### src/verilog/soc_bus_pkg.sv
package soc_bus_pkg;

    // bus data and address width
    localparam int xlen = 64;

    // one ram word and one bus value
    typedef logic [31:0]     word_t;
    typedef logic [xlen-1:0] dword_t;

    // load/store type
    // stores reuse the low four codes for sb sh sw sd
    typedef logic [2:0] ls_type_t;
    localparam ls_type_t ls_b  = 3'b000;
    localparam ls_type_t ls_h  = 3'b001;
    localparam ls_type_t ls_w  = 3'b010;
    localparam ls_type_t ls_d  = 3'b011;
    localparam ls_type_t ls_bu = 3'b100;
    localparam ls_type_t ls_hu = 3'b101;
    localparam ls_type_t ls_wu = 3'b110;

    // on-chip word ram
    localparam dword_t ram_base  = 64'h0000_0000_8000_0000;
    localparam int     ram_words = 2048;
    typedef logic [$clog2(ram_words)-1:0] ram_addr_t;

    // machine timer
    localparam dword_t mtimecmp_addr  = 64'h0000_0000_0200_4000;
    localparam dword_t mtime_addr     = 64'h0000_0000_0200_BFF8;
    localparam dword_t mtimecmp_reset = 64'h0000_0000_8000_0000;

    // interrupt controller window
    localparam dword_t plic_base = 64'h0000_0000_0C00_0000;
    localparam int     plic_sources = 6;
    // offsets below are from plic_base
    localparam dword_t plic_pending_off       = 64'h1000;
    localparam dword_t plic_enable_off        = 64'h2000;
    localparam dword_t plic_ctx_enable_stride = 64'h80;
    localparam dword_t plic_threshold_off     = 64'h20_0000;
    localparam dword_t plic_claim_off         = 64'h20_0004;
    localparam dword_t plic_ctx_stride        = 64'h1000;

    // priority and threshold width
    typedef logic [2:0] prio_t;

    // external line lands on source 1
    localparam int uart_irq_id = 1;

endpackage
### src/verilog/plic.sv
`timescale 1ns/100ps

module plic (
    input  logic                CLOCK_50,
    input  logic                KEY0,
    input  logic                req,
    output logic                ack,
    input  soc_bus_pkg::dword_t address,
    input  soc_bus_pkg::dword_t wdata,
    input  logic                write,
    output soc_bus_pkg::dword_t rdata,
    input  logic                ext_irq,
    output logic                meip,
    output logic                seip
);

    soc_bus_pkg::prio_t                   prio [soc_bus_pkg::plic_sources];
    logic [soc_bus_pkg::plic_sources-1:0] pending;
    // per context, index 0 machine and 1 supervisor
    logic [31:0]                          enable [2];
    soc_bus_pkg::prio_t                   threshold [2];
    logic [2:0]                           claim [2];
    logic                                 irq_q;
    soc_bus_pkg::dword_t                  off;
    logic [2:0]                           prio_idx;
    logic                                 prio_sel;
    logic                                 pend_sel;
    logic [1:0]                           en_sel;
    logic [1:0]                           thr_sel;
    logic [1:0]                           clm_sel;

    // offset within the window, 4 bytes per priority
    assign off      = address - soc_bus_pkg::plic_base;
    assign prio_idx = off[4:2];
    assign prio_sel = (off < 4 * soc_bus_pkg::plic_sources);
    assign pend_sel = (off == soc_bus_pkg::plic_pending_off);

    always_comb begin
        for (int c = 0; c < 2; c++) begin
            en_sel[c]  = (off == soc_bus_pkg::plic_enable_off +
                                 c * soc_bus_pkg::plic_ctx_enable_stride);
            thr_sel[c] = (off == soc_bus_pkg::plic_threshold_off +
                                 c * soc_bus_pkg::plic_ctx_stride);
            clm_sel[c] = (off == soc_bus_pkg::plic_claim_off +
                                 c * soc_bus_pkg::plic_ctx_stride);
            // single wired source
            // priority and threshold do not gate it
            claim[c] = (pending[soc_bus_pkg::uart_irq_id] &&
                        enable[c][soc_bus_pkg::uart_irq_id]) ?
                       3'(soc_bus_pkg::uart_irq_id) : 3'd0;
        end
    end

    assign meip = (claim[0] != 3'd0);
    assign seip = (claim[1] != 3'd0);

    always_ff @(posedge CLOCK_50 or negedge KEY0) begin
        if (!KEY0) begin
            ack     <= 1'b0;
            rdata   <= '0;
            irq_q   <= 1'b0;
            pending <= '0;
            for (int i = 0; i < soc_bus_pkg::plic_sources; i++) begin
                prio[i] <= '0;
            end
            for (int c = 0; c < 2; c++) begin
                enable[c]    <= '0;
                threshold[c] <= '0;
            end
        end else begin
            irq_q <= ext_irq;
            if (!req) begin
                ack <= 1'b0;
            end else if (!ack) begin
                // answer one cycle after req
                ack <= 1'b1;
                if (write) begin
                    // claim writes are ignored
                    if (prio_sel) prio[prio_idx] <= wdata[2:0];
                    for (int c = 0; c < 2; c++) begin
                        if (en_sel[c])  enable[c]    <= wdata[31:0];
                        if (thr_sel[c]) threshold[c] <= wdata[2:0];
                    end
                end else begin
                    rdata <= '0;
                    if (prio_sel) rdata <= soc_bus_pkg::dword_t'(prio[prio_idx]);
                    if (pend_sel) rdata <= soc_bus_pkg::dword_t'(pending);
                    for (int c = 0; c < 2; c++) begin
                        if (en_sel[c])  rdata <= soc_bus_pkg::dword_t'(enable[c]);
                        if (thr_sel[c]) rdata <= soc_bus_pkg::dword_t'(threshold[c]);
                        // claim read clears the named source
                        if (clm_sel[c]) begin
                            rdata <= soc_bus_pkg::dword_t'(claim[c]);
                            pending[claim[c]] <= 1'b0;
                        end
                    end
                end
            end
            // edge capture last so a fresh edge beats a claim
            if (ext_irq && !irq_q) pending[soc_bus_pkg::uart_irq_id] <= 1'b1;
        end
    end

endmodule

### config.mk
export PLATFORM = sky130hd
export DESIGN_NAME = plic
export DESIGN_NICKNAME = d
export VERILOG_FILES = /design/src/verilog/soc_bus_pkg.sv /design/src/verilog/plic.sv
export SDC_FILE = /design/constraint.sdc
export NUM_CORES = 1
export LEC_CHECK = 0
export ABC_AREA = 1
export BUFFER_PORTS_ARGS = -buffer_cell sky130_fd_sc_hd__buf_2
export CORE_UTILIZATION = 39
export DETAILED_ROUTE_END_ITERATION = 8
export GPL_TIMING_DRIVEN = 0
export PLACE_DENSITY = 0.74
export SYNTH_ARGS = -nofsm -noshare
export SYNTH_HDL_FRONTEND = slang
export SYNTH_SLANG_ARGS = --single-unit
### constraint.sdc
create_clock -name CLOCK_50 -period 2.1 [get_ports CLOCK_50]
set_clock_uncertainty 0.1 [all_clocks]
set_input_delay 0.21 -clock CLOCK_50 [delete_from_list [all_inputs] [get_ports CLOCK_50]]
set_output_delay 0.21 -clock CLOCK_50 [all_outputs]
set_load 0.1 [all_outputs]
After elaboration in Yosys (flattened, before gate mapping)
Index checks and enable logic that the tools add are counted.
{"block": "word_totals", "in_bits": 133, "reg_bits": 160, "output_inout_bits": 67, "word_cells": 86}
{"block": "classes", "bitwise_logic": 7, "add_sub_neg": 1, "n_lt_le_gt_ge": 7, "muxes": 30, "n_reduce_logical": 17, "n_eq_ne": 9}
{"cell": "64-bit 2-to-1 mux", "n": 6}
{"cell": "64-bit by 22-bit equality test with 1-bit output (second input constant)", "n": 4}
{"cell": "64-bit by 14-bit equality test with 1-bit output (second input constant)", "n": 2}
{"cell": "64-bit by 13-bit equality test with 1-bit output (second input constant)", "n": 1}
{"cell": "64-bit by 5-bit < comparator with 1-bit output (second input constant)", "n": 1}
{"cell": "64-bit by 28-bit subtractor with 64-bit output (second input constant)", "n": 1}
{"cell": "6-bit 2-to-1 mux", "n": 6}
{"cell": "4-bit AND reduction", "n": 5}
{"cell": "18-bit bitwise mux", "n": 1}
{"cell": "6-bit bitwise AND", "n": 2}
{"cell": "3-bit 2-to-1 mux", "n": 4}
{"cell": "6-bit NOT", "n": 2}
{"cell": "3-bit binary-select mux with 3-bit select", "n": 1}
{"cell": "3-bit demux with 3-bit select", "n": 1}
{"cell": "1-bit by 4-bit < comparator with 1-bit output (second input constant)", "n": 2}
{"cell": "1-bit demux with 3-bit select", "n": 2}
{"cell": "1-bit logical AND", "n": 6}
{"cell": "1-bit 2-to-1 mux", "n": 6}
{"cell": "2-bit 2-to-1 mux", "n": 3}
{"cell": "3-bit AND reduction", "n": 2}
{"cell": "3-bit nonzero test", "n": 2}
{"cell": "4-bit greater-or-equal comparator (second input constant)", "n": 1}
{"cell": "4-bit by 1-bit < comparator with 1-bit output (second input constant)", "n": 1}
{"cell": "2-bit by 1-bit inequality test with 1-bit output (second input constant)", "n": 2}
{"cell": "other kinds (5)", "n": 7}

Depth between registers and ports, before layout
{"block": "depth", "word_depth": 18, "mapped_depth": 21, "depth_no_buf": 21}

Least setup slack after synthesis
No wires, ideal clock.
{"block": "synth_path", "path_kind": "input to register", "start": "input address[27]", "end": "register prio[0] (netlist name)", "setup_time_ns": 0.124, "path_buffers": 0, "t_arrival_ns": 2.082, "required_ns": 1.876, "setup_slack_ns": -0.206, "path_stages": 16, "cell_sequence": "nand2_1 nand2_4 nor2_8 nand2_4 nor2_2 nand3_1 nand2_1 nand2_1 nor2_1 nand2_1 nor2_4 nand2_4 nor4_4 nand3_2 nand2_1 o21ai_1"}
{"block": "synth_between", "elab_chain_cells": 3}
{"element": "from (decl)", "line": "plic.sv:8", "rtl": "input soc_bus_pkg::dword_t address,"}
{"element": "64-bit by 28-bit subtractor with 64-bit output", "line": "plic.sv:33", "rtl": "assign off = address - soc_bus_pkg::plic_base;"}
{"element": "64-bit by 5-bit < comparator with 1-bit output", "line": "plic.sv:35", "rtl": "assign prio_sel = (off < 4 * soc_bus_pkg::plic_sources);"}
{"element": "4-bit AND reduction (no line)"}
{"element": "to (signal, indexed assignment)", "line": "plic.sv:79", "rtl": "if (prio_sel) prio[prio_idx] <= wdata[2:0];"}
{"element": "to (decl)", "line": "plic.sv:17", "rtl": "soc_bus_pkg::prio_t prio [soc_bus_pkg::plic_sources];"}
Every way passes these cells.
A chain may end at the register's enable or synchronous reset.

Final worst setup path
{"block": "layout_path", "start": "input address[36]", "end": "register enable[12] (netlist name)"}
{"block": "layout_between", "elab_chain_cells": 3}
{"element": "64-bit by 28-bit subtractor with 64-bit output", "line": "plic.sv:33"}
{"element": "64-bit by 14-bit equality test with 1-bit output", "line": "plic.sv:40", "rtl": "en_sel[c] = (off == soc_bus_pkg::plic_enable_off +"}
{"element": "4-bit AND reduction (no line)"}
{"element": "to (signal, indexed assignment)", "line": "plic.sv:81", "rtl": "if (en_sel[c]) enable[c] <= wdata[31:0];"}
{"element": "to (decl)", "line": "plic.sv:20", "rtl": "logic [31:0] enable [2];"}
Every way passes these cells.

==> results.cfg <==
[status]
status = finished, violations left
violations = setup timing

[final_layout]
fin_nets = 1511
drive_gt1_frac = 0.403
area_growth_pct = 56.6
final_common_cell = nand2_1
post-route-util = 0.630
final_cell_mix = 255 x nand2_1, 157 x inv_1, 123 x dfrtp_1, 122 x buf_2, 76 x buf_4

[synthesis]
synth_edf_count = 0
yosysWarnings = 0
synth_area_leader_cell = dfrtp_1
ys_types = 40
async_flop_share = 1.00
synth_top_area_frac = 0.410
synth-main-ff-cell = dfrtp_1
synthCells = 1088
syn_avg_cell_area_sq_um = 6.96
ys_top_cells_by_area = dfrtp_1 41%, nand2_1 17%, inv_1 8.1%
ys_ff_latch = 124
synth_seq_area_share = 0.410
synth_area_sq_um = 7570

[die]
num_rows = 50
initial_core_util = 0.402
design.portCount = 200
die_x_um = 141
core_sq_um = 18800
die_h_um = 141
die_area_sq_um = 20000

[clock_network]
numCtsBuffers = 17
cts_max_path_buffers = 2
cts_tree = yes
ctsRootBufferMaster = clkbuf_16
cts_htree_levels = 4
clkSinkCount = 124
clk-insertion-delay-late_ns = 0.42
clkTransAtPathRegs_ns = 0.05

[global_routing]
grt.total_usage = 0.252
overflow = 0
grt_pass1_vias = 8005
grt_max_degree = 80
grt_pass1_wl_mm = 39.5
antenna_found_initial = 1

[power_and_ir_drop]
vdd_drop_max_mv = 0.509
power.density_nw_per_um2 = 551
power.leakage_nw = 6.26

[placed_design]
io_buffers = 133
place.detailed.hpwl_mm = 15.6
gp_congestion = 0.963

[setup_path]
required_ns = 2.33
path_max_fanout = 10
critical_path_arrival_ns = 2.66
startpoint_type = primary input
worstSetupPathType = primary input to flop
crit_path_end_kind = flop

[route]
wirelength_mm = 27.6
via_per_inst = 5.15
wl_per_cell_um = 16.7
drtIter0Drc = 574
first_pass_iters = 5
post-route-drc-count = 0
drtAntennaViolNets = 0
vias = 8505

[timing]
fin_crit_ns = 2.44
tightestPinTransition_ns = 0.675
period_share = 1.16
maxSlewHeadroom = 0.546
finalHoldViolCount = 0
final-setup-viol-count = 121
setup_slack_ns = -0.338
grt_setup_unrepaired = true
whs_ns = 0.161
slew_viol_final = 0
fmax_mhz = 410

[run]
max-cap-violations = 0

[worst_hold_path]
hp-class = primary input to flop
==> report_power, final <==
group | switching (mW) | total [mW] | internal [mW] | leakage, nW
clock | 1.07 | 3.17 | 2.11 | 0.304
combinational | 0.676 | 0.966 | 0.290 | 4.42
sequential | 0.00385 | 2.40 | 2.40 | 1.54
total | 1.75 | 6.54 | 4.79 | 6.26
==> registers in the layout (all words and copies together), names as in the netlist <==
signal / cells
prio: 18
enable: 64
threshold: 6
irq_q: 1
ack: 1
pending: 2
rdata: 32
==> synthesized netlist by cell type (7+ instances only) <==
cell type,n
nand3_1,31
a21oi_1,8
nand3_2,9
nand4_1,24
nor4_1,7
nor3_1,17
nand2_1,352
clkbuf_1,17
buf_4,32
buf_2,9
nor2_1,101
dfrtp_1,124
o21ai_0,63
inv_1,163
nor2_4,11
o21ai_1,65
==> final timing paths <==
| check | slack [ns] | startpoint | cells past startpoint | end |
|---|---|---|---|---|
| setup / recovery | -0.34 | address[36] | 16 | enable[12] |
| max in group asynchronous | 0.96 | KEY0 | 3 | ack |
| min in group asynchronous | 0.19 | KEY0 | 2 | enable[15] |
| hold / removal | 0.16 | address[2] | 3 | prio[6] |
| hold reg to reg | 0.36 | rdata[15] | 2 | rdata[15] |
| setup reg to reg | -0.22 | ack | 8 | enable[45] |
==> critical path, cell delays in order <==
cell      delay (ns)
buf_12          0.10
nor2_4          0.17
nand2_4         0.10
nor2_4          0.19
nand3_2         0.09
nand2_2         0.10
inv_2           0.04
nor2_2          0.11
nand2_1         0.07
nor3_2          0.21
nand4_1         0.13
nor2_2          0.17
nand4_1         0.21
nand3b_4        0.36
buf_8           0.23
o21ai_1         0.16
==> stage by stage <==
step                      total power, mW  cells  instance area (sq um)  setup TNS [ns]  setup slack, ns
after global routing                 6.70   1650                  11900          -42.52           -0.468
final                                6.54   1651                  11900          -27.45           -0.338
after global placement               3.20   1512                   8800         -205.32            -1.12
after CTS                            6.45   1626                  11000          -13.01           -0.187
after floorplan                      2.96   1119                   7810           -6.05           -0.138
after detailed placement             3.21   1513                   8830          -95.58           -0.887
==> cell families after synthesis <==
group	synth area share
buffers and inverters	0.129
AO/OA/AOI/OAI	0.106
AND/OR/NAND/NOR	0.345
other	0.000496
flip-flops	0.410
XOR/XNOR	0.00463
multiplexers	0.00397
==> routing by layer <==
layer | routed length, um | GRT usage | vias to the layer above
li1 | - | - | 3949
met1 | 10500 | 0.303 | 3998
met2 | 13900 | 0.448 | 452
met3 | 2070 | 0.0439 | 106
met4 | 1040 | 0.0967 | 0
met5 | 0 | 0 | -
==> timing repair <==
item / in CTS / in global routing
gates resized for setup: 232 / 184
endpoints found under the setup margin: 122 / 122
pin swaps: 46 / 68
cloned: 11 / 2
hold buffers: 35 / 0
endpoints found under the hold margin: 115 / 0
buffers inserted: 36 / 24
==> cell type report <==
type	instances	area, sq um
antenna	1	2.50
buffer	58	562
clock buffer	25	495
clock inverter	6	133
fill	1409	6980
inverter	168	637
multi-input combinational	770	4730
sequential	124	3100
tap	260	325
timing repair buffer	239	1870
(Power assumes the default switching activity.)
