===== src/verilog/soc_bus_pkg.sv =====
package soc_bus_pkg;

    // bus data and address width
    localparam int xlen = 64;

    // one ram word and one bus value
    typedef logic [31:0]     word_t;
    typedef logic [xlen-1:0] dword_t;

    // load/store type
    // stores reuse the low four codes for sb sh sw sd
    typedef logic [2:0] ls_type_t;
    localparam ls_type_t ls_b  = 3'b000;
    localparam ls_type_t ls_h  = 3'b001;
    localparam ls_type_t ls_w  = 3'b010;
    localparam ls_type_t ls_d  = 3'b011;
    localparam ls_type_t ls_bu = 3'b100;
    localparam ls_type_t ls_hu = 3'b101;
    localparam ls_type_t ls_wu = 3'b110;

    // on-chip word ram
    localparam dword_t ram_base  = 64'h0000_0000_8000_0000;
    localparam int     ram_words = 2048;
    typedef logic [$clog2(ram_words)-1:0] ram_addr_t;

    // machine timer
    localparam dword_t mtimecmp_addr  = 64'h0000_0000_0200_4000;
    localparam dword_t mtime_addr     = 64'h0000_0000_0200_BFF8;
    localparam dword_t mtimecmp_reset = 64'h0000_0000_8000_0000;

    // interrupt controller window
    localparam dword_t plic_base = 64'h0000_0000_0C00_0000;
    localparam int     plic_sources = 6;
    // offsets below are from plic_base
    localparam dword_t plic_pending_off       = 64'h1000;
    localparam dword_t plic_enable_off        = 64'h2000;
    localparam dword_t plic_ctx_enable_stride = 64'h80;
    localparam dword_t plic_threshold_off     = 64'h20_0000;
    localparam dword_t plic_claim_off         = 64'h20_0004;
    localparam dword_t plic_ctx_stride        = 64'h1000;

    // priority and threshold width
    typedef logic [2:0] prio_t;

    // external line lands on source 1
    localparam int uart_irq_id = 1;

endpackage

===== src/verilog/bus_sequencer.sv =====
`timescale 1ns/100ps

module bus_sequencer (
    input  logic                  CLOCK_50,
    input  logic                  KEY0,
    input  soc_bus_pkg::dword_t   address,
    input  soc_bus_pkg::dword_t   write_data,
    input  soc_bus_pkg::ls_type_t ls_type,
    input  logic                  read_en,
    input  logic                  write_en,
    output soc_bus_pkg::dword_t   read_data,
    output logic                  read_done,
    output logic                  write_done,
    input  soc_bus_pkg::dword_t   mtime,
    output logic                  mtip,
    output logic                  ram_req,
    input  logic                  ram_ack,
    input  soc_bus_pkg::dword_t   ram_rdata,
    output logic                  plic_req,
    input  logic                  plic_ack,
    input  soc_bus_pkg::dword_t   plic_rdata,
    output soc_bus_pkg::dword_t   acc_address,
    output soc_bus_pkg::dword_t   acc_wdata,
    output soc_bus_pkg::ls_type_t acc_ls_type,
    output logic                  acc_write
);

    typedef enum logic [1:0] {
        s_idle,
        s_issue,
        s_wait
    } state_t;

    state_t              state;
    soc_bus_pkg::dword_t mtimecmp;
    soc_bus_pkg::dword_t local_rdata;
    logic                ram_sel;
    logic                plic_sel;
    logic                mtimecmp_sel;
    logic                mtime_sel;

    // decode on the latched address
    assign ram_sel = (acc_address >= soc_bus_pkg::ram_base) &&
                     (acc_address < soc_bus_pkg::ram_base + 4 * soc_bus_pkg::ram_words);
    // two contexts of threshold/claim close the window
    assign plic_sel = (acc_address >= soc_bus_pkg::plic_base) &&
                      (acc_address < soc_bus_pkg::plic_base + soc_bus_pkg::plic_threshold_off +
                                     2 * soc_bus_pkg::plic_ctx_stride);
    assign mtimecmp_sel = (acc_address == soc_bus_pkg::mtimecmp_addr);
    assign mtime_sel    = (acc_address == soc_bus_pkg::mtime_addr);

    // timer reads, unmapped reads return zero
    assign local_rdata = mtimecmp_sel ? mtimecmp :
                         mtime_sel    ? mtime    : '0;

    // timer interrupt level
    assign mtip = (mtime >= mtimecmp);

    // capture access on the enable pulse
    always_ff @(posedge CLOCK_50) begin
        if (state == s_idle && (read_en || write_en)) begin
            acc_address <= address;
            acc_wdata   <= write_data;
            acc_ls_type <= ls_type;
            acc_write   <= write_en;
        end
    end

    always_ff @(posedge CLOCK_50 or negedge KEY0) begin
        if (!KEY0) begin
            state      <= s_idle;
            read_done  <= 1'b1;
            write_done <= 1'b1;
            ram_req    <= 1'b0;
            plic_req   <= 1'b0;
            read_data  <= '0;
            mtimecmp   <= soc_bus_pkg::mtimecmp_reset;
        end else begin
            case (state)
                s_idle: begin
                    if (read_en) begin
                        read_done <= 1'b0;
                        state     <= s_issue;
                    end else if (write_en) begin
                        write_done <= 1'b0;
                        state      <= s_issue;
                    end
                end
                s_issue: begin
                    // new req only once the last ack has dropped
                    if (ram_sel) begin
                        if (!ram_ack) begin
                            ram_req <= 1'b1;
                            state   <= s_wait;
                        end
                    end else if (plic_sel) begin
                        if (!plic_ack) begin
                            plic_req <= 1'b1;
                            state    <= s_wait;
                        end
                    end else begin
                        // timer or unmapped, done here
                        if (!acc_write) begin
                            read_data <= local_rdata;
                        end else if (mtimecmp_sel) begin
                            mtimecmp <= acc_wdata;
                        end
                        read_done  <= 1'b1;
                        write_done <= 1'b1;
                        state      <= s_idle;
                    end
                end
                s_wait: begin
                    if ((ram_req && ram_ack) || (plic_req && plic_ack)) begin
                        if (!acc_write) begin
                            read_data <= ram_req ? ram_rdata : plic_rdata;
                        end
                        // release, target drops ack next
                        ram_req    <= 1'b0;
                        plic_req   <= 1'b0;
                        read_done  <= 1'b1;
                        write_done <= 1'b1;
                        state      <= s_idle;
                    end
                end
                default: state <= s_idle;
            endcase
        end
    end

    // master side never opens both directions at once
    no_dual_enable: assert property (@(posedge CLOCK_50) disable iff (!KEY0)
        !(read_en && write_en));

    // a request is held until its target answers
    ram_req_held: assert property (@(posedge CLOCK_50) disable iff (!KEY0)
        $fell(ram_req) |-> ram_ack);
    plic_req_held: assert property (@(posedge CLOCK_50) disable iff (!KEY0)
        $fell(plic_req) |-> plic_ack);

endmodule


===== config.mk =====
export PLATFORM = sky130hd
export DESIGN_NAME = bus_sequencer
export DESIGN_NICKNAME = d
export VERILOG_FILES = /design/src/verilog/soc_bus_pkg.sv /design/src/verilog/bus_sequencer.sv
export SDC_FILE = /design/constraint.sdc
export NUM_CORES = 1
export LEC_CHECK = 0
export BUFFER_PORTS_ARGS = -buffer_cell sky130_fd_sc_hd__buf_2
export CAP_MARGIN = 15
export CORE_AREA = 2 2 204 206
export DETAILED_ROUTE_END_ITERATION = 6
export DIE_AREA = 0 0 206 208
export HOLD_SLACK_MARGIN = 0.06
export PLACE_DENSITY = 0.56
export SYNTH_ARGS = -nofsm -noshare
export SYNTH_HDL_FRONTEND = slang
export SYNTH_SLANG_ARGS = --single-unit

===== constraint.sdc =====
create_clock -name CLOCK_50 -period 5.3 [get_ports CLOCK_50]
set_input_delay 0.795 -clock CLOCK_50 [delete_from_list [all_inputs] [get_ports CLOCK_50]]
set_output_delay 0.795 -clock CLOCK_50 [all_outputs]
set_load 0.05 [all_outputs]

---- Word level (Yosys, flattened, before mapping) ----
Cells that the tools add are included.
cells by class
  equality and inequality tests ........... 19
  reductions and logical operators ........ 17
  magnitude comparators ................... 5
  multiplexer cells ....................... 33
  bitwise logic cells ..................... 2
operators with widths
  cell                  number
  $mux 64               8
  $eq 64x26->1 const B  2
  $pmux 64 s2           1
  $ge 64x28->1 const B  1
  $ge 64x32->1 const B  1
  $ge 64x64->1          1
  $lt 64x28->1 const B  1
  $lt 64x32->1 const B  1
  $ne 2x2->1 const B    12
  $reduce_and 5->1      3
  $mux 2                7
  $mux 1                12
  $reduce_and 6->1      2
  $reduce_and 4->1      2
  $ne 3x3->1 const B    2
  $pmux 1 s3            2
  $pmux 2 s3            1
  $logic_and 1x1->1     5
  $ne 4x4->1 const B    1
  $pmux 1 s2            2
  $reduce_bool 3->1     1
  $eq 2x1->1 const B    1
  $eq 2x2->1 const B    1
  $logic_not 2->1       1
  3 further kinds       5
word-level totals
  register bits after elaboration ......... 266
  input port bits ......................... 329
  word-level logic and storage cells ...... 87

---- Depth between registers and ports, before layout ----
Gate-level depths: netlist (run 1).
  depth after elaboration ................. 7
  mapped depth ............................ 9
  mapped depth without buffers ............ 8

---- Worst setup path before layout (run 1) ----
OpenSTA, ideal clock, no wires.
  path type ............................... input to register
  start ................................... in write_en
  end ..................................... reg acc_address[0], enable pin
  data required time ...................... 4.798 ns
  stages on the path ...................... 1
  arrival time ............................ 3.764 ns
  path slack .............................. 1.033 ns
  cells stage by stage .................... o21a_1
between the ends
  word-level cells in the longest chain between the ends .. 2
RTL lines
  item                  line                 text
  start, declared       bus_sequencer.sv:10  input logic write_en,
  $logic_or 1x1->1      bus_sequencer.sv:61  if (state == s_idle && (read_en || write_en)) begin
  $logic_and 1x1->1     bus_sequencer.sv:61
  end signal, assigned  bus_sequencer.sv:62  acc_address <= address;
  end, declared         bus_sequencer.sv:22  output soc_bus_pkg::dword_t acc_address,
Every way passes these cells.
A chain may end at the register's enable or synchronous reset.

---- Worst setup path in the final report (run 1) ----
  start ................................... reg mtimecmp[11]
  end ..................................... out mtip
between the ends
  word-level cells in the longest chain between the ends .. 1
RTL lines
  item                    line                  text
  start, declared         bus_sequencer.sv:35   soc_bus_pkg::dword_t mtimecmp;
  start signal, assigned  bus_sequencer.sv:77   mtimecmp <= soc_bus_pkg::mtimecmp_reset;
  start signal, assigned  bus_sequencer.sv:106  mtimecmp <= acc_wdata;
  $ge 64x64->1            bus_sequencer.sv:57   assign mtip = (mtime >= mtimecmp);
  end, declared           bus_sequencer.sv:15   output logic mtip,
Every way passes these cells.

==> results of run 1 <==
[cells by family (layout without fill, tap and decap cells)]
kind of cell	Yosys count	count (layout)	synth area share [%]
flops	266	266	57.1
simple gates	231	231	8.95
compound gates	197	197	12.1
buf+inv	133	668	4.31
mux	131	131	10.9
fa+ha+maj	68	68	6.64
other cells	0	4	0
[through the flow]
stage | utilization, % | std cells
finish | 42.1 | 2097
global route | 42.1 | 2097
CTS | 42.1 | 2093
detailed placement | 39.5 | 2035
global placement | 39.5 | 2035
floorplan | - | 1026
[metal layers]
metal | vias to the layer above | GRT usage, % | wire length, um
li1 | 4936 | - | -
met1 | 5233 | 24.8 | 18000
met2 | 427 | 35.5 | 22400
met3 | 72 | 4.40 | 3220
met4 | 4 | 5.96 | 1300
met5 | - | 0 | 22
[cell type report]
cell class	instances	area (um2)	share of cell area, %
diodes	4	10.0	0.0587
multi-input cells	627	4990	29.2
repair buffers	539	2750	16.1
well taps	532	666	3.90
flip-flops and latches	266	7320	42.9
clock buffers	41	876	5.13
inverters	71	267	1.56
clock inverters	17	178	1.04
[worst max-delay path by stage]
stage	to	slack, ns	cells after the start
2_1_floorplan	acc_address[0]$_DFFE_PP_	1.03	1
3_3_place_gp	mtip	1.12	9
3_5_place_dp	mtip	1.04	9
4_1_cts	mtip	0.94	9
5_1_grt	mtip	0.84	9
6_report	mtip	1.08	9
[where the power goes]
part	internal [mW]	total, mW	leakage, nW	switching (mW)
combinational	0.671	2.87	3.92	2.20
sequential	2.68	2.95	3.11	0.274
clock	1.31	2.21	0.521	0.899
[placed cells by master (no fill, tap or decap), drive strengths merged, types with 2 or more instances in the layout]
cell and n:
inv 72, nor3 4, a211oi 2, or4 4
nand4 14, and3 2, nand4b 2, nand3 72
a21oi 27, clkinv 12, o21a 2, a21boi 2
mux2 67, dfrtp 131, dfstp 3, nor4 14
nand2b 2, nor4b 3, edfxtp 132, clkbuf 41
a21o 6, nand2 91, and4 4, bufinv 3
mux2i 64, o211ai 3, diode 4, o2bb2ai 64
a221oi 67, ha 68, nor2 16, o21ai 13
a41oi 2, buf 539
[sequential cells by signal, indices dropped and copies added, names as in the netlist]
signal and cells:
ram_req 1, acc_wdata 64, mtimecmp 64, acc_ls_type 3, write_done 1, acc_write 1
read_done 1, acc_address 64, plic_req 1, read_data 64, state 2
==> impl_metrics.xml, run 1 <==
<?xml version="1.0" encoding="UTF-8"?>
<metrics>
  <group name="setup_path">
    <metric name="setup_crit_end_kind" unit="">primary output</metric>
    <metric name="startpoint_type" unit="">flop</metric>
    <metric name="reg2reg_setup_slack" unit="ns">1.91</metric>
    <metric name="crit_type" unit="">reg -&gt; out</metric>
    <metric name="worst-path-buf-inv" unit="">2</metric>
    <metric name="critPathMaxFanout" unit="">3</metric>
    <metric name="path_delay_family" unit="">compound AO/OA/AOI/OAI gates</metric>
    <metric name="timing.critical_path.arrival" unit="ns">3.42</metric>
    <metric name="worst_r2r_startpoint" unit="">acc_address[55]$_DFFE_PP_</metric>
    <metric name="critical_path_required" unit="ns">4.51</metric>
    <metric name="startpoint" unit="">mtimecmp[11]$_DFFE_PN0P_</metric>
    <metric name="logic_depth_of_the_worst_register_to_register_path" unit="">7</metric>
    <metric name="critical_path.slowest_cell" unit="">sky130_fd_sc_hd__o311ai_0</metric>
    <metric name="cp_slowest_stage_delay" unit="ns">0.91</metric>
    <metric name="worstPathCellList" unit="">inv_1, ha_1, nand2_1, o21ai_0, a41oi_1, o311ai_0, a311oi_1, nor2_1, buf_2</metric>
    <metric name="worst_flop_to_flop_path_endpoint" unit="">mtimecmp[36]$_DFFE_PN0P_</metric>
  </group>
  <group name="placement">
    <metric name="hpwlAfterDp" unit="um">32900</metric>
    <metric name="dp_worst_setup_slack" unit="ns">1.04</metric>
    <metric name="place_area" unit="mm2">0.0160</metric>
    <metric name="weighted_congestion_at_the_end_of_routability_driven_global_placement" unit="">0.819</metric>
    <metric name="place.port_buffers" unit="">529</metric>
  </group>
  <group name="routing">
    <metric name="detail_route.drc_violations" unit="">0</metric>
    <metric name="totalWireLength" unit="um">44900</metric>
    <metric name="initialDrtViolationCount" unit="">486</metric>
    <metric name="firstDrtPassIters" unit="">5</metric>
    <metric name="via_per_inst" unit="">5.09</metric>
    <metric name="wire_per_inst" unit="um">21.4</metric>
    <metric name="routed-via-count" unit="">10700</metric>
    <metric name="ant_nets" unit="">0</metric>
  </group>
  <group name="finish">
    <metric name="post_route_cells_drive_above_1_share" unit="%">40.1</metric>
    <metric name="postLayoutCellArea" unit="mm2">0.0171</metric>
    <metric name="fillers" unit="">3943</metric>
    <metric name="nets_finish" unit="">1933</metric>
    <metric name="syn2layout_area_growth" unit="%">33.1</metric>
  </group>
  <group name="synthesis">
    <metric name="synthDominantAreaCellType" unit="">sky130_fd_sc_hd__edfxtp_1</metric>
    <metric name="ys.warnings.count" unit="">0</metric>
    <metric name="cell_types_with_the_largest_area_share_after_synthesis" unit="">sky130_fd_sc_hd__edfxtp_1 31%, sky130_fd_sc_hd__dfrtp_1 26%, sky130_fd_sc_hd__ha_1 6.6%</metric>
    <metric name="mappedNetlistArea" unit="mm2">0.0128</metric>
    <metric name="synthMostInstantiatedCell" unit="">sky130_fd_sc_hd__edfxtp_1</metric>
    <metric name="top_cell_type_s_share_of_synthesized_area" unit="%">30.9</metric>
    <metric name="yosys-top-cells-count" unit="">132 x sky130_fd_sc_hd__edfxtp_1, 131 x sky130_fd_sc_hd__dfrtp_1, 91 x sky130_fd_sc_hd__nand2_1</metric>
    <metric name="ys_async_sr_fraction" unit="%">50.4</metric>
    <metric name="yosysSeqAreaShare" unit="%">57.1</metric>
    <metric name="synth_fp_nets" unit="">1423</metric>
    <metric name="synth-edff-count" unit="">132</metric>
    <metric name="synthDistinctLibCells" unit="">50</metric>
    <metric name="syn-instance-count" unit="">1026</metric>
    <metric name="synth-main-ff-cell" unit="">sky130_fd_sc_hd__edfxtp_1</metric>
    <metric name="synth_seq_cells" unit="">266</metric>
    <metric name="avgSynthCellArea" unit="um2">12.5</metric>
  </group>
  <group name="sta">
    <metric name="maximum_clock_rate" unit="MHz">237</metric>
    <metric name="tightest_slew" unit="ns">1.03</metric>
    <metric name="rsz0062_at_grt" unit="">false</metric>
    <metric name="report.final.hold_viol_count" unit="">0</metric>
    <metric name="timing.max_slew.rel_slack" unit="%">30.2</metric>
    <metric name="final-setup-viol-count" unit="">0</metric>
    <metric name="final.setup.tns" unit="ns">0</metric>
    <metric name="final.period_utilization" unit="%">79.5</metric>
    <metric name="final.min_clock_period" unit="ns">4.22</metric>
    <metric name="timing.final.max_slew_violations" unit="">0</metric>
    <metric name="whs" unit="ns">0.200</metric>
    <metric name="finClkSkew" unit="ns">0.0252</metric>
    <metric name="layout_setup_ws" unit="ns">1.08</metric>
  </group>
  <group name="power">
    <metric name="maximum_resistive_drop_on_vdd" unit="mV">0.408</metric>
    <metric name="p_leak" unit="nW">7.54</metric>
    <metric name="fin_total_pwr" unit="mW">8.03</metric>
    <metric name="power.density" unit="mW/mm2">471</metric>
  </group>
  <group name="global_routing">
    <metric name="grt_pass1_vias" unit="">11000</metric>
    <metric name="number_of_antenna_violations_at_the_first_check_in_global_routing" unit="">8</metric>
    <metric name="grt_max_degree" unit="">77</metric>
    <metric name="global_route_wire_length_before_repair" unit="um">66000</metric>
    <metric name="globalRouteOverflowTotal" unit="">0</metric>
    <metric name="grt_usage" unit="%">20.3</metric>
  </group>
  <group name="floorplan">
    <metric name="pin_count" unit="">530</metric>
    <metric name="core_region_area" unit="mm2">0.0406</metric>
    <metric name="die_width" unit="um">206</metric>
    <metric name="die_h" unit="um">208</metric>
    <metric name="floorplan.die_area" unit="mm2">0.0428</metric>
    <metric name="placementRows" unit="">74</metric>
    <metric name="initial_core_util" unit="%">31.6</metric>
  </group>
  <group name="cts">
    <metric name="cts.clk_slew.worst_paths" unit="ns">0.06</metric>
    <metric name="cts.hold.buffers_added" unit="">0</metric>
    <metric name="cts_buffer_depth" unit="">3</metric>
    <metric name="cts_tree" unit="">done</metric>
    <metric name="root_buffer_cell" unit="">sky130_fd_sc_hd__clkbuf_16</metric>
    <metric name="clk_sink_count" unit="">266</metric>
    <metric name="cts_buffers" unit="">31</metric>
    <metric name="clock_tree.htree_level_count" unit="">1</metric>
    <metric name="clk-insertion-delay-late" unit="ns">0.60</metric>
    <metric name="post_cts.resized_instances" unit="">0</metric>
    <metric name="cts_post_setup_buffers_inserted" unit="">0</metric>
  </group>
  <group name="min_path">
    <metric name="timing.hold.worst.class" unit="">in -&gt; async</metric>
  </group>
  <group name="flow_run">
    <metric name="max-cap-violations" unit="">0</metric>
  </group>
  <group name="outcome">
    <metric name="outcome" unit="">finished, final reports clean</metric>
  </group>
</metrics>
Note: power is estimated with default switching activity, not from simulation.
==> run 2: changes to the inputs <==
Settings changed: ABC_AREA set to 1, PLACE_DENSITY 0.56 to 0.59.
Clock period 5.3 ns to 3.91 ns, I/O delays scaled along.
==> run 2 against run 1 <==
Critical path depth up 2. Clock skew fell by 0.0099 ns. Total power is 22% higher. Combinational power shrank 2%. Sequential power is 28% higher. Count of clock-buffer cells in the layout increased by 10. Flip-flop and latch count did not move. Wire length up 4.3%. Area after synthesis rose by 6.8%. Utilization is 2.2 points higher. Critical endpoint unchanged.
==> impl_metrics.xml, run 2 <==
<?xml version="1.0" encoding="UTF-8"?>
<metrics>
  <group name="cts">
    <metric name="post_cts.resized_instances" unit="">0</metric>
    <metric name="cts_buffer_depth" unit="">3</metric>
    <metric name="clk-insertion-delay-late" unit="ns">0.53</metric>
    <metric name="cts.clk_slew.worst_paths" unit="ns">0.06</metric>
    <metric name="clk_sink_count" unit="">266</metric>
    <metric name="clock_tree.htree_level_count" unit="">2</metric>
    <metric name="root_buffer_cell" unit="">sky130_fd_sc_hd__clkbuf_16</metric>
    <metric name="cts_post_setup_buffers_inserted" unit="">0</metric>
    <metric name="cts_tree" unit="">done</metric>
    <metric name="cts_buffers" unit="">34</metric>
    <metric name="cts.hold.buffers_added" unit="">0</metric>
  </group>
  <group name="setup_path">
    <metric name="critPathMaxFanout" unit="">3</metric>
    <metric name="critical_path_required" unit="ns">3.32</metric>
    <metric name="startpoint_type" unit="">flop</metric>
    <metric name="crit_type" unit="">reg -&gt; out</metric>
    <metric name="timing.critical_path.arrival" unit="ns">2.82</metric>
    <metric name="setup_crit_end_kind" unit="">primary output</metric>
  </group>
  <group name="power">
    <metric name="power.switching" unit="mW">3.77</metric>
    <metric name="power.density" unit="mW/mm2">547</metric>
    <metric name="comb_power_share" unit="%">28.7</metric>
    <metric name="clockPowerShare" unit="%">32.9</metric>
    <metric name="cell_internal_pwr" unit="mW">6.06</metric>
    <metric name="p_leak" unit="nW">9.34</metric>
    <metric name="power_frac_seq" unit="%">38.3</metric>
    <metric name="maximum_resistive_drop_on_vdd" unit="mV">0.559</metric>
    <metric name="switching_share" unit="%">38.4</metric>
  </group>
  <group name="synthesis">
    <metric name="mappedNetlistArea" unit="mm2">0.0137</metric>
    <metric name="yosys-top-cells-count" unit="">546 x sky130_fd_sc_hd__nand2_1, 198 x sky130_fd_sc_hd__nor2_1, 154 x sky130_fd_sc_hd__inv_1</metric>
    <metric name="synth_seq_cells" unit="">266</metric>
    <metric name="synthDistinctLibCells" unit="">27</metric>
    <metric name="cell_types_with_the_largest_area_share_after_synthesis" unit="">sky130_fd_sc_hd__edfxtp_1 29%, sky130_fd_sc_hd__dfrtp_1 24%, sky130_fd_sc_hd__nand2_1 15%</metric>
    <metric name="ys_async_sr_fraction" unit="%">50.4</metric>
    <metric name="top_cell_type_s_share_of_synthesized_area" unit="%">28.9</metric>
    <metric name="yosysSeqAreaShare" unit="%">53.5</metric>
    <metric name="ys.warnings.count" unit="">0</metric>
    <metric name="synthMostInstantiatedCell" unit="">sky130_fd_sc_hd__nand2_1</metric>
    <metric name="synth_fp_nets" unit="">2057</metric>
    <metric name="synth-edff-count" unit="">132</metric>
    <metric name="syn-instance-count" unit="">1660</metric>
    <metric name="synth-main-ff-cell" unit="">sky130_fd_sc_hd__edfxtp_1</metric>
    <metric name="synthDominantAreaCellType" unit="">sky130_fd_sc_hd__edfxtp_1</metric>
    <metric name="avgSynthCellArea" unit="um2">8.25</metric>
  </group>
  <group name="routing">
    <metric name="initialDrtViolationCount" unit="">642</metric>
    <metric name="wire_per_inst" unit="um">17.2</metric>
    <metric name="ant_nets" unit="">0</metric>
    <metric name="firstDrtPassIters" unit="">5</metric>
    <metric name="routed-via-count" unit="">12700</metric>
    <metric name="via_per_inst" unit="">4.68</metric>
    <metric name="detail_route.drc_violations" unit="">0</metric>
    <metric name="totalWireLength" unit="um">46800</metric>
  </group>
  <group name="global_routing">
    <metric name="grt_pass1_vias" unit="">12700</metric>
    <metric name="globalRouteOverflowTotal" unit="">0</metric>
    <metric name="number_of_antenna_violations_at_the_first_check_in_global_routing" unit="">6</metric>
    <metric name="grt_usage" unit="%">21.4</metric>
    <metric name="global_route_wire_length_before_repair" unit="um">70600</metric>
    <metric name="grt_max_degree" unit="">129</metric>
  </group>
  <group name="finish">
    <metric name="layout.cells.non_filler" unit="">2719</metric>
    <metric name="postLayoutCellArea" unit="mm2">0.0180</metric>
    <metric name="post_route_cells_drive_above_1_share" unit="%">27.6</metric>
    <metric name="finalCoreUtilization" unit="%">44.3</metric>
    <metric name="syn2layout_area_growth" unit="%">31.2</metric>
    <metric name="layout.cells.most_common" unit="">sky130_fd_sc_hd__nand2_1</metric>
    <metric name="nets_finish" unit="">2555</metric>
    <metric name="layout_common_cells" unit="">546 x sky130_fd_sc_hd__nand2_1, 528 x sky130_fd_sc_hd__buf_2, 197 x sky130_fd_sc_hd__nor2_1, 153 x sky130_fd_sc_hd__inv_1, 144 x sky130_fd_sc_hd__nand3_1</metric>
  </group>
  <group name="sta">
    <metric name="final-setup-viol-count" unit="">0</metric>
    <metric name="timing.final.max_slew_violations" unit="">0</metric>
    <metric name="final.setup.tns" unit="ns">0</metric>
    <metric name="final.period_utilization" unit="%">87.1</metric>
    <metric name="report.final.hold_viol_count" unit="">0</metric>
    <metric name="timing.max_slew.rel_slack" unit="%">26.4</metric>
    <metric name="tightest_slew" unit="ns">1.10</metric>
    <metric name="rsz0062_at_grt" unit="">false</metric>
    <metric name="finClkSkew" unit="ns">0.0153</metric>
    <metric name="final.min_clock_period" unit="ns">3.41</metric>
    <metric name="maximum_clock_rate" unit="MHz">294</metric>
  </group>
  <group name="floorplan">
    <metric name="die_h" unit="um">208</metric>
    <metric name="floorplan.die_area" unit="mm2">0.0428</metric>
    <metric name="core_region_area" unit="mm2">0.0406</metric>
    <metric name="placementRows" unit="">74</metric>
    <metric name="pin_count" unit="">530</metric>
    <metric name="die_width" unit="um">206</metric>
    <metric name="initial_core_util" unit="%">33.8</metric>
  </group>
  <group name="flow_run">
    <metric name="max-cap-violations" unit="">0</metric>
  </group>
  <group name="placement">
    <metric name="hpwlAfterDp" unit="um">34500</metric>
    <metric name="post-place-cells" unit="">2654</metric>
    <metric name="weighted_congestion_at_the_end_of_routability_driven_global_placement" unit="">0.856</metric>
    <metric name="place.port_buffers" unit="">529</metric>
    <metric name="place_area" unit="mm2">0.0168</metric>
  </group>
  <group name="min_path">
    <metric name="timing.hold.worst.class" unit="">in -&gt; async</metric>
  </group>
  <group name="outcome">
    <metric name="outcome" unit="">finished, final reports clean</metric>
  </group>
</metrics>
==> run 2: changes by cell type after synthesis, sizes merged, moves of 67 or more <==
cell and change:
o21ai +128, mux2 -67, a221oi -67, nor2 +184
inv +84, nand3 +72, nand2 +457
==> run 2: cell type report <==
class                   count  area [um2]
well taps                 532         666
clock inverters            10         150
clock buffers              51         998
multi-input cells        1157        5440
diodes                      4        10.0
fillers                  4152       22600
flip-flops and latches    266        7320
inverters                 156         588
repair buffers            543        2800
==> run 2: metrics by stage <==
step | hold slack [ns] | power (mW) | setup WS [ns]
finish | 0.122 | 9.83 | 0.503
global route | 0.197 | 10.3 | 0.191
CTS | 0.189 | 9.96 | 0.417
detailed placement | 0.452 | 6.68 | 0.720
global placement | 0.449 | 6.65 | 0.799
floorplan | 0.291 | 5.74 | 0.581
==> run 2: cell families after synthesis <==
logic type	after synthesis	synth area share, %
compound gates	179	6.67
fa+ha+maj	68	6.21
buf+inv	237	6.98
flops	266	53.5
simple gates	910	26.7
==> run 2: per-layer routing <==
metal	part of all wire (%)	wire [um]	track usage, %
met2	49	22700	37.1
met1	41	19000	25.0
met3	7.7	3620	5.94
met5	0.043	20	0
met4	3.1	1460	8.35
==> run 2: worst paths after layout <==
kind | to | from | cells after the start | slack [ns]
max | mtip | mtimecmp[63]$_DFFE_PN0P_ | 11 | 0.50
min | mtimecmp[24]$_DFFE_PN0P_ | KEY0 | 1 | 0.12
max reg2reg | read_data[2]$_DFFE_PN0P_ | ram_req$_DFFE_PN0P_ | 9 | 1.19
min reg2reg | read_done$_DFFE_PN1P_ | read_done$_DFFE_PN1P_ | 2 | 0.46
max in group asynchronous | mtimecmp[63]$_DFFE_PN0P_ | KEY0 | 2 | 2.78
min in group CLOCK_50 | acc_address[11]$_DFFE_PP_ | address[11] | 1 | 0.23
==> run 2: power by group through the flow <==
stage	clock network [mW]	registers (mW)	logic, mW
after global placement	0	3.82	2.83
after global routing	3.43	3.82	3.02
after floorplan	0	4.93	0.810
after CTS	3.32	3.78	2.86
after detailed placement	0	3.83	2.86
final	3.24	3.77	2.82
==> run 2: critical path: stages (launching register included) <==
cell and delay, ns:
sky130_fd_sc_hd__dfrtp_1 0.38, sky130_fd_sc_hd__inv_1 0.05, sky130_fd_sc_hd__ha_1 0.29, sky130_fd_sc_hd__nand2_1 0.06, sky130_fd_sc_hd__inv_1 0.07, sky130_fd_sc_hd__nand3_1 0.09
sky130_fd_sc_hd__nor3_1 0.38, sky130_fd_sc_hd__nand4_1 0.28, sky130_fd_sc_hd__nor2_1 0.21, sky130_fd_sc_hd__nand3_1 0.10, sky130_fd_sc_hd__nand3_1 0.10, sky130_fd_sc_hd__buf_2 0.29
